[src/hdl/adc_acq_pkg.sv]
/*
 * shared widths and enums for the acquisition side on adc_sm_clk
 * sample_t holds a raw converter word or a two's complement CDS difference
 * period_t counts adc_sm_clk cycles, so 16 bits covers about 3.2 ms at 20 MHz
 */
`default_nettype none

package adc_acq_pkg;

    localparam int ADC_BITS = 16;                // AD7685 word length

    typedef logic [ADC_BITS-1:0] sample_t;       // raw result or cds difference
    typedef logic [15:0]         period_t;       // cycle counts for timer and strobes
    typedef logic [7:0]          ovr_cnt_t;      // skipped request counter, saturating

    typedef enum logic {
        ACQ_VOLT = 1'b0,                         // pass each result through
        ACQ_CDS  = 1'b1                          // second minus first per window
    } acq_mode_e;

    typedef enum logic [2:0] {
        ST_IDLE,                                 // stopped, mode may change
        ST_VOLT,                                 // voltage mode running
        ST_CDS_FIRST,                            // waiting for first result of pair
        ST_CDS_SECOND,                           // waiting for second result
        ST_CDS_SUB                               // forming the difference
    } acq_state_e;

endpackage

`default_nettype wire

[src/hdl/adc_conv_if.sv]
/*
 * request and result path between acq_ctrl and the serial converter controller
 * start may only pulse while busy is low
 * busy rises the cycle after start and falls on the result_valid cycle
 */
`timescale 1ns/1ns
`default_nettype none

interface adc_conv_if;
    import adc_acq_pkg::*;

    logic    start;         // one-cycle conversion request
    logic    busy;          // conversion or readout in progress
    sample_t result;        // shifted-in converter word
    logic    result_valid;  // one-cycle strobe, result is complete

    modport ctrl (output start, input busy, input result, input result_valid);
    modport conv (input start, output busy, output result, output result_valid);

endinterface

`default_nettype wire

[src/hdl/sample_timer.sv]
/*
 * voltage-mode request source
 * a rising edge of int_reset_i with start_meas_i high restarts the period count
 * and gives a frame pulse one cycle later, then one every period_i cycles
 * period_i must be at least 2, SETTLE_CYCLES at least 2
 * frame_req_o is the frame pulse delayed by exactly SETTLE_CYCLES
 */
`timescale 1ns/1ns
`default_nettype none

module sample_timer #(
    parameter int SETTLE_CYCLES = 160
) (
    input  logic                 adc_sm_clk,
    input  logic                 adc_sm_rst,
    input  logic                 start_meas_i,
    input  logic                 int_reset_i,
    input  adc_acq_pkg::period_t period_i,
    output logic                 frame_req_o
);
    import adc_acq_pkg::*;

    logic                     int_reset_q;   // previous int_reset_i for edge detect
    logic                     reset_rise;
    logic                     running_q;     // period counter armed
    period_t                  period_cnt_q;
    logic                     frame_q;       // frame pulse, before settling
    logic [SETTLE_CYCLES-1:0] settle_q;      // one bit per cycle of settling

    assign reset_rise = int_reset_i & ~int_reset_q;

    always_ff @(posedge adc_sm_clk) begin
        if (adc_sm_rst) begin
            int_reset_q  <= 1'b0;
            running_q    <= 1'b0;
            period_cnt_q <= '0;
            frame_q      <= 1'b0;
        end else begin
            int_reset_q <= int_reset_i;
            frame_q     <= 1'b0;
            if (!start_meas_i) begin
                running_q <= 1'b0;                       // stop making new frames
            end else if (reset_rise) begin
                running_q    <= 1'b1;                    // restart phase on every edge
                period_cnt_q <= '0;
                frame_q      <= 1'b1;
            end else if (running_q) begin
                if (period_cnt_q == period_i - period_t'(1)) begin
                    period_cnt_q <= '0;
                    frame_q      <= 1'b1;
                end else begin
                    period_cnt_q <= period_cnt_q + period_t'(1);
                end
            end
        end
    end

    // settling delay, several frames may be in flight when the period is short
    always_ff @(posedge adc_sm_clk) begin
        if (adc_sm_rst) begin
            settle_q <= '0;
        end else begin
            settle_q <= {settle_q[SETTLE_CYCLES-2:0], frame_q};
        end
    end

    assign frame_req_o = settle_q[SETTLE_CYCLES-1];

endmodule

`default_nettype wire

[src/hdl/cds_strobe_gen.sv]
/*
 * software CDS strobes, two per integration window
 * first strobe comes cds_delay1_i cycles after the int_reset_i rising edge,
 * second one cds_delay2_i cycles after the first, both delays at least 1
 * a new rising edge cancels a pair that has not finished
 * cds_second_o is only meaningful while cds_req_o is high
 */
`timescale 1ns/1ns
`default_nettype none

module cds_strobe_gen (
    input  logic                 adc_sm_clk,
    input  logic                 adc_sm_rst,
    input  logic                 int_reset_i,
    input  adc_acq_pkg::period_t cds_delay1_i,
    input  adc_acq_pkg::period_t cds_delay2_i,
    output logic                 cds_req_o,
    output logic                 cds_second_o
);
    import adc_acq_pkg::*;

    logic    int_reset_q;
    logic    reset_rise;
    logic    active_q;       // a pair is being sequenced
    logic    second_q;       // counting towards the second strobe
    period_t delay_cnt_q;    // shared down-counter for both delays
    logic    strobe;

    assign reset_rise = int_reset_i & ~int_reset_q;
    assign strobe     = active_q & (delay_cnt_q == period_t'(1));

    always_ff @(posedge adc_sm_clk) begin
        if (adc_sm_rst) begin
            int_reset_q <= 1'b0;
            active_q    <= 1'b0;
            second_q    <= 1'b0;
            delay_cnt_q <= '0;
        end else begin
            int_reset_q <= int_reset_i;
            if (reset_rise) begin
                active_q    <= 1'b1;          // new window, drop whatever was pending
                second_q    <= 1'b0;
                delay_cnt_q <= cds_delay1_i;
            end else if (strobe) begin
                if (second_q) begin
                    active_q <= 1'b0;         // pair done
                end else begin
                    second_q    <= 1'b1;
                    delay_cnt_q <= cds_delay2_i;
                end
            end else if (active_q) begin
                delay_cnt_q <= delay_cnt_q - period_t'(1);
            end
        end
    end

    assign cds_req_o    = strobe;
    assign cds_second_o = second_q;

endmodule

`default_nettype wire

[src/hdl/adc_serial_ctrl.sv]
/*
 * AD7685-style readout, 3-wire mode without busy indicator
 * CNV high for CONV_CYCLES cycles from the cycle after start, CONV_CYCLES >= 1
 * then 16 SCK periods of two cycles, SCK high first, MSB first
 * SDO is captured on the clock edge that raises SCK, so the converter bit
 * must be stable before SCK rises
 * start to result_valid is CONV_CYCLES + 33 cycles
 */
`timescale 1ns/1ns
`default_nettype none

module adc_serial_ctrl #(
    parameter int CONV_CYCLES = 45
) (
    input  logic     adc_sm_clk,
    input  logic     adc_sm_rst,
    input  logic     adc_sdo_i,
    output logic     adc_cnv_o,
    output logic     adc_sck_o,
    adc_conv_if.conv conv
);
    import adc_acq_pkg::*;

    localparam int CYC_W = $clog2(CONV_CYCLES + 1);
    localparam int BIT_W = $clog2(ADC_BITS);

    typedef enum logic [1:0] {
        S_IDLE,
        S_CONV,      // CNV high, converter busy internally
        S_SHIFT,     // clocking out the word
        S_DONE       // result valid, may start again
    } ser_state_e;

    ser_state_e       state_q;
    logic [CYC_W-1:0] cyc_q;      // cycles of CNV high so far
    logic [BIT_W-1:0] bit_q;      // bits captured minus one
    logic             cnv_q;
    logic             sck_q;
    sample_t          shift_q;
    logic             cyc_last;
    logic             bit_last;
    logic             take_bit;

    assign cyc_last = (cyc_q == CYC_W'(CONV_CYCLES - 1));
    assign bit_last = (bit_q == BIT_W'(ADC_BITS - 1));

    // capture on every edge that drives SCK from low to high
    assign take_bit = ((state_q == S_CONV) & cyc_last) |
                      ((state_q == S_SHIFT) & ~sck_q & ~bit_last);

    always_ff @(posedge adc_sm_clk) begin
        if (adc_sm_rst) begin
            state_q <= S_IDLE;
            cyc_q   <= '0;
            bit_q   <= '0;
            cnv_q   <= 1'b0;
            sck_q   <= 1'b0;
        end else begin
            case (state_q)
                S_IDLE, S_DONE: begin
                    state_q <= S_IDLE;
                    if (conv.start) begin
                        state_q <= S_CONV;
                        cnv_q   <= 1'b1;
                        cyc_q   <= '0;
                    end
                end
                S_CONV: begin
                    if (cyc_last) begin
                        state_q <= S_SHIFT;
                        cnv_q   <= 1'b0;
                        sck_q   <= 1'b1;      // first rising edge, MSB taken
                        bit_q   <= '0;
                    end else begin
                        cyc_q <= cyc_q + 1'b1;
                    end
                end
                S_SHIFT: begin
                    if (sck_q) begin
                        sck_q <= 1'b0;
                    end else if (bit_last) begin
                        state_q <= S_DONE;    // last falling edge already done
                    end else begin
                        sck_q <= 1'b1;
                        bit_q <= bit_q + 1'b1;
                    end
                end
                default: state_q <= S_IDLE;
            endcase
        end
    end

    always_ff @(posedge adc_sm_clk) begin
        if (take_bit) begin
            shift_q <= {shift_q[ADC_BITS-2:0], adc_sdo_i};
        end
    end

    assign adc_cnv_o         = cnv_q;
    assign adc_sck_o         = sck_q;
    assign conv.busy         = (state_q == S_CONV) | (state_q == S_SHIFT);
    assign conv.result       = shift_q;
    assign conv.result_valid = (state_q == S_DONE);

endmodule

`default_nettype wire

[src/hdl/acq_ctrl.sv]
/*
 * acquisition control, voltage or software CDS mode
 * mode_i is only taken while stopped (ST_IDLE)
 * a request is skipped when the converter is busy or the output slot is full
 * and not accepted that cycle, each skip counts once, counter saturates at 255
 * a skipped first CDS strobe silently drops the second strobe of its pair
 * sample_o/sample_valid_o hold until valid and ready are both high
 */
`timescale 1ns/1ns
`default_nettype none

module acq_ctrl (
    input  logic                   adc_sm_clk,
    input  logic                   adc_sm_rst,
    input  logic                   start_meas_i,
    input  adc_acq_pkg::acq_mode_e mode_i,
    input  logic                   frame_req_i,
    input  logic                   cds_req_i,
    input  logic                   cds_second_i,
    input  logic                   sample_ready_i,
    output adc_acq_pkg::sample_t   sample_o,
    output logic                   sample_valid_o,
    output adc_acq_pkg::ovr_cnt_t  overrun_cnt_o,
    adc_conv_if.ctrl               conv
);
    import adc_acq_pkg::*;

    acq_state_e state_q;
    acq_mode_e  mode_q;         // latched in ST_IDLE
    logic       pair_live_q;    // first strobe of this pair was converted
    logic       valid_q;
    ovr_cnt_t   ovr_q;
    sample_t    cds1_q;
    sample_t    cds2_q;
    sample_t    sample_q;

    logic running;
    logic cds_first;
    logic cand;                 // request wanting a conversion this cycle
    logic slot_free;
    logic accept;
    logic skip;
    logic first_accept;
    logic conv_idle;
    logic load;

    assign running   = (state_q != ST_IDLE) & start_meas_i;
    assign cds_first = cds_req_i & ~cds_second_i;
    assign cand      = running & ((mode_q == ACQ_VOLT) ? frame_req_i
                                  : (cds_first | (cds_req_i & pair_live_q)));
    assign slot_free = ~valid_q | sample_ready_i;    // empty or draining now
    assign accept    = cand & ~conv.busy & slot_free;
    assign skip      = cand & ~accept;
    assign first_accept = accept & (mode_q == ACQ_CDS) & ~cds_second_i;
    assign conv_idle = ~start_meas_i & ~conv.busy;   // stopped and nothing in flight
    assign load      = ((state_q == ST_VOLT) & conv.result_valid) | (state_q == ST_CDS_SUB);

    assign conv.start = accept;

    always_ff @(posedge adc_sm_clk) begin
        if (adc_sm_rst) begin
            state_q     <= ST_IDLE;
            mode_q      <= ACQ_VOLT;
            pair_live_q <= 1'b0;
        end else begin
            if (state_q == ST_IDLE) begin
                pair_live_q <= 1'b0;
            end else if (running && mode_q == ACQ_CDS && cds_req_i) begin
                pair_live_q <= cds_second_i ? 1'b0 : accept;    // second closes the pair
            end

            case (state_q)
                ST_IDLE: begin
                    mode_q <= mode_i;
                    if (start_meas_i) begin
                        state_q <= (mode_i == ACQ_CDS) ? ST_CDS_FIRST : ST_VOLT;
                    end
                end
                ST_VOLT: begin
                    if (conv_idle) state_q <= ST_IDLE;
                end
                ST_CDS_FIRST: begin
                    // a new first strobe on the same cycle means that result is stale
                    if (conv.result_valid && !first_accept) state_q <= ST_CDS_SECOND;
                    else if (conv_idle) state_q <= ST_IDLE;
                end
                ST_CDS_SECOND: begin
                    if (conv.result_valid) state_q <= ST_CDS_SUB;
                    else if (first_accept) state_q <= ST_CDS_FIRST;    // second was lost
                    else if (conv_idle) state_q <= ST_IDLE;
                end
                ST_CDS_SUB: begin
                    state_q <= conv_idle ? ST_IDLE : ST_CDS_FIRST;
                end
                default: state_q <= ST_IDLE;
            endcase
        end
    end

    // output slot and overrun count
    always_ff @(posedge adc_sm_clk) begin
        if (adc_sm_rst) begin
            valid_q <= 1'b0;
            ovr_q   <= '0;
        end else begin
            if (load) valid_q <= 1'b1;            // slot is always free here
            else if (sample_ready_i) valid_q <= 1'b0;
            if (skip && ovr_q != '1) begin
                ovr_q <= ovr_q + ovr_cnt_t'(1);
            end
        end
    end

    always_ff @(posedge adc_sm_clk) begin
        if (state_q == ST_CDS_FIRST && conv.result_valid) cds1_q <= conv.result;
        if (state_q == ST_CDS_SECOND && conv.result_valid) cds2_q <= conv.result;
        if (state_q == ST_VOLT && conv.result_valid) begin
            sample_q <= conv.result;
        end else if (state_q == ST_CDS_SUB) begin
            sample_q <= cds2_q - cds1_q;          // wraps, read as two's complement
        end
    end

    assign sample_o       = sample_q;
    assign sample_valid_o = valid_q;
    assign overrun_cnt_o  = ovr_q;

endmodule

`default_nettype wire

[src/hdl/adc_acq_top.sv]
/*
 * acquisition top level on adc_sm_clk
 * all inputs must already be synchronous to adc_sm_clk
 * adc_sm_rst is synchronous, active high
 * SETTLE_CYCLES delays voltage-mode conversions after each frame, at least 2
 * CONV_CYCLES sets the CNV high time, at least 1
 */
`timescale 1ns/1ns
`default_nettype none

module adc_acq_top #(
    parameter int SETTLE_CYCLES = 160,      // 8 us at 20 MHz
    parameter int CONV_CYCLES   = 45
) (
    input  logic                   adc_sm_clk,
    input  logic                   adc_sm_rst,
    input  logic                   start_meas_i,
    input  adc_acq_pkg::acq_mode_e mode_i,
    input  logic                   int_reset_i,
    input  adc_acq_pkg::period_t   period_i,
    input  adc_acq_pkg::period_t   cds_delay1_i,
    input  adc_acq_pkg::period_t   cds_delay2_i,
    input  logic                   adc_sdo_i,
    input  logic                   sample_ready_i,
    output logic                   adc_cnv_o,
    output logic                   adc_sck_o,
    output adc_acq_pkg::sample_t   sample_o,
    output logic                   sample_valid_o,
    output adc_acq_pkg::ovr_cnt_t  overrun_cnt_o
);

    logic frame_req;     // settled voltage-mode request
    logic cds_req;
    logic cds_second;

    adc_conv_if conv_bus ();

    sample_timer #(
        .SETTLE_CYCLES (SETTLE_CYCLES)
    ) u_sample_timer (
        .adc_sm_clk   (adc_sm_clk),
        .adc_sm_rst   (adc_sm_rst),
        .start_meas_i (start_meas_i),
        .int_reset_i  (int_reset_i),
        .period_i     (period_i),
        .frame_req_o  (frame_req)
    );

    cds_strobe_gen u_cds_strobe_gen (
        .adc_sm_clk   (adc_sm_clk),
        .adc_sm_rst   (adc_sm_rst),
        .int_reset_i  (int_reset_i),
        .cds_delay1_i (cds_delay1_i),
        .cds_delay2_i (cds_delay2_i),
        .cds_req_o    (cds_req),
        .cds_second_o (cds_second)
    );

    acq_ctrl u_acq_ctrl (
        .adc_sm_clk     (adc_sm_clk),
        .adc_sm_rst     (adc_sm_rst),
        .start_meas_i   (start_meas_i),
        .mode_i         (mode_i),
        .frame_req_i    (frame_req),
        .cds_req_i      (cds_req),
        .cds_second_i   (cds_second),
        .sample_ready_i (sample_ready_i),
        .sample_o       (sample_o),
        .sample_valid_o (sample_valid_o),
        .overrun_cnt_o  (overrun_cnt_o),
        .conv           (conv_bus.ctrl)
    );

    adc_serial_ctrl #(
        .CONV_CYCLES (CONV_CYCLES)
    ) u_adc_serial_ctrl (
        .adc_sm_clk (adc_sm_clk),
        .adc_sm_rst (adc_sm_rst),
        .adc_sdo_i  (adc_sdo_i),
        .adc_cnv_o  (adc_cnv_o),
        .adc_sck_o  (adc_sck_o),
        .conv       (conv_bus.conv)
    );

endmodule

`default_nettype wire

[config.mk]
export PLATFORM = sky130hd
export DESIGN_NAME = adc_acq_top
export DESIGN_NICKNAME = d
export VERILOG_FILES = /design/src/hdl/adc_acq_pkg.sv /design/src/hdl/adc_conv_if.sv /design/src/hdl/sample_timer.sv /design/src/hdl/cds_strobe_gen.sv /design/src/hdl/adc_serial_ctrl.sv /design/src/hdl/acq_ctrl.sv /design/src/hdl/adc_acq_top.sv
export SDC_FILE = /design/constraint.sdc
export NUM_CORES = 1
export LEC_CHECK = 0
export BUFFER_PORTS_ARGS = -buffer_cell sky130_fd_sc_hd__buf_2
export CAP_MARGIN = 20
export CORE_AREA = 2 2 197 199
export DETAILED_ROUTE_END_ITERATION = 8
export DIE_AREA = 0 0 199 201
export GPL_ROUTABILITY_DRIVEN = 0
export HOLD_SLACK_MARGIN = 0.06
export PLACE_DENSITY = 0.55
export SYNTH_ARGS = -nofsm -noshare
export SYNTH_HDL_FRONTEND = slang
export SYNTH_SLANG_ARGS = --single-unit
[constraint.sdc]
create_clock -name adc_sm_clk -period 8 [get_ports adc_sm_clk]
set_clock_uncertainty 0.1 [all_clocks]
set_input_delay 0.8 -clock adc_sm_clk [delete_from_list [all_inputs] [get_ports adc_sm_clk]]
set_output_delay 0.8 -clock adc_sm_clk [all_outputs]
set_load 0.03 [all_outputs]
==> reports/qor.yml <==
logic_synthesis:
  synth_cells: 1072
  synth_cell_types: 69
  synth_flop_cell: "dfxtp_1"
  synth_area_um2: 11200
  synth_edf_count: 64
  postSynth.asyncResetShare: 0
  ys_warn_count: 0
  ys_seq_area_frac: 0.573
  avgSynthCellArea_um2: 10.5
  ys_ff_latch: 289
  synth_fp_nets: 1154
timing:
  hold_violations: 0
  setup_viol: 0
  fin_crit_ns: 3.50
  fmax_mhz: 286
  slew_viol_final: 0
  setup_tns_ns: 0
  rsz0062_at_grt: "no"
  tightest_slew_ns: 1.06
  whs_ns: 0.334
  relSlewSlack: 0.292
  min_period_over_period: 0.437
  setup_ws_ns: 4.50
routing:
  vias_per_cell: 4.39
  ant_nets: 0
  drc_errors: 0
  wire_per_inst_um: 12.6
  drt-total-wl_mm: 21.3
  dr.pass1.iters: 4
  dr.first_iter.drc_count: 418
  vias: 7416
cts:
  cts.sinks: 289
  cts_root_buf: "clkbuf_16"
  numCtsBuffers: 30
  cts_buffer_depth: 3
  path_clk_slew_ns: 0.06
  ctsHoldBuffers: 0
  clk_latency_ns: 0.54
  cts_setup_buffers: 0
  post_cts_resize_count: 0
  htreeDepth: 1
  cts_tree: "built"
finish:
  drive_gt1_frac: 0.140
  final_cell_area_um2: 13200
  syn_to_final_growth_pct: 17.9
  diodes: 0
  nets: 1228
  final-instance-count-excl-fill: 1688
  final_core_util: 0.347
min_path:
  min_from: "u_sample_timer.settle_q[63]"
  min_path_cells: 1
  worstHoldEndpoint: "u_sample_timer.settle_q[64]"
  hold_path_class: "reg -> reg"
power:
  switching_share: 0.223
  p_comb_frac: 0.055
  total_power_mw: 3.21
  cellInternalPower_mw: 2.49
  clkPwrFrac: 0.457
  power_per_cell_area_nw_per_um2: 243
  leakage_nw: 5.01
  switching_power_mw: 0.716
  ir_worst_vdd_v: 0.000147
  share_seq_of_total_power: 0.488
placed_design:
  portBuffers: 81
  pre_cts_ws_ns: 3.93
  dp.cells: 1632
  hpwl_mm: 13.7
  postPlaceCellArea_um2: 12100
floorplan:
  initial_core_util: 0.294
  die_h_um: 201
  dieWidth_um: 199
  ioPinCount: 82
  dieArea_um2: 40000
  core_area_um2: 38100
  num_rows: 72
global_routing:
  antenna_found_initial: 1
  grt_pass1_wl_mm: 35.6
  grt-ovfl-total: 0
  grt_pass1_vias: 7304
  grt_max_degree: 85
  grt_usage: 0.107
setup_path:
  r2r_cells: 7
  reg2reg_from: "u_cds_strobe_gen.delay_cnt_q[10]"
  r2r_slack_ns: 4.88
  crit-reg2reg-capture: "u_adc_serial_ctrl.cyc_q[4]"
  start_kind: "input pin"
  worstPathArrival_ns: 3.80
  crit_required_ns: 8.30
  cp_max_fo: 13
  path_class: "in -> reg"
  cp-end-kind: "flop"
status:
  status: "finished clean"
job:
  drv_cap: 0
[synth_stat cells, drive strengths merged (12+ instances only)]
master  instances  share of area
inv            38          0.013
nand2b         12         0.0067
clkbuf         40          0.013
a21oi          56          0.025
nand4          13         0.0073
ha             26          0.029
o21ai          28          0.013
nand3          21         0.0094
nor2           80          0.027
xnor2          20          0.016
o21a           17          0.011
nor2b         168          0.094
nand2          58          0.019
edfxtp         64           0.17
nor3           39          0.023
dfxtp         225           0.40
xor2           34          0.027
[registers in the layout (all words and copies together) (netlist names)]
| signal | count |
|---|---|
| u_sample_timer.settle_q | 160 |
| u_acq_ctrl.cds1_q | 16 |
| u_acq_ctrl.cds2_q | 16 |
| u_acq_ctrl.sample_o | 16 |
| u_adc_serial_ctrl.conv.result | 16 |
| u_cds_strobe_gen.delay_cnt_q | 16 |
| u_sample_timer.period_cnt_q | 16 |
| u_acq_ctrl.overrun_cnt_o | 8 |
| u_adc_serial_ctrl.cyc_q | 6 |
| u_adc_serial_ctrl.bit_q | 4 |
| u_acq_ctrl.state_q | 3 |
| u_adc_serial_ctrl.state_q | 2 |
| u_acq_ctrl.mode_q | 1 |
| u_acq_ctrl.pair_live_q | 1 |
| u_acq_ctrl.sample_valid_o | 1 |
| u_adc_serial_ctrl.adc_cnv_o | 1 |
| u_adc_serial_ctrl.adc_sck_o | 1 |
| u_cds_strobe_gen.active_q | 1 |
| u_cds_strobe_gen.cds_second_o | 1 |
| u_cds_strobe_gen.int_reset_q | 1 |
| u_sample_timer.frame_q | 1 |
| u_sample_timer.running_q | 1 |
[power by group through the flow]
stage	registers [mW]	clock network [mW]	logic, mW
2_1_floorplan	1.59	0	0.123
3_3_place_gp	1.60	0	0.175
3_5_place_dp	1.60	0	0.179
4_1_cts	1.56	1.51	0.179
5_1_grt	1.57	1.57	0.201
6_report	1.56	1.47	0.177
[cell type report]
class / instances / area [um^2]
fillers: 3758 / 24900
flip-flops and latches: 289 / 6430
multi-input cells: 699 / 4450
clock buffers: 41 / 908
well taps: 518 / 648
repair buffers: 88 / 464
clock inverters: 15 / 170
inverters: 38 / 143
[routing by layer]
metal | vias up | part of all wire | global-route usage
met5 | - | 0.00033 | 0
met4 | 2 | 0.022 | 0.0333
met3 | 39 | 0.037 | 0.0205
met2 | 96 | 0.47 | 0.180
met1 | 3439 | 0.47 | 0.137
li1 | 3840 | - | -
[how the worst max path moves through the flow]
stage | from | depth (start not counted) | slack, ns | to
4_1_cts | period_i[0] | 9 | 4.51 | u_sample_timer.period_cnt_q[4]
6_report | period_i[0] | 9 | 4.50 | u_sample_timer.period_cnt_q[3]
5_1_grt | period_i[0] | 9 | 4.33 | u_sample_timer.period_cnt_q[3]
2_1_floorplan | period_i[0] | 9 | 4.52 | u_sample_timer.period_cnt_q[10]
3_3_place_gp | period_i[0] | 9 | 4.00 | u_sample_timer.period_cnt_q[3]
3_5_place_dp | period_i[0] | 9 | 3.93 | u_sample_timer.period_cnt_q[5]
[critical path, cell delays in order]
cell,delay [ns]
buf_2,0.12
inv_1,0.07
ha_1,0.29
or4b_4,0.55
xnor2_1,0.16
or4b_2,0.61
a221o_2,0.47
nor3_4,0.61
nor3_1,0.11
[logic make-up after synthesis]
kind of cell,share of synthesized area
fa+ha+maj,0.0308
flops,0.573
buf+inv,0.0297
compound gates,0.0998
simple gates,0.219
xor+xnor,0.0422
mux,0.00469
[layout by cell type, fill, tap and decap left out, drive strengths merged, types with 26 or more instances in the layout]
cell    count
nand2      58
o21ai      28
ha         26
inv        39
buf        88
nor3       39
clkbuf     41
dfxtp     225
edfxtp     64
nor2b     168
nor2       80
a21oi      56
xor2       34
Power figures use the tool's default switching activity.
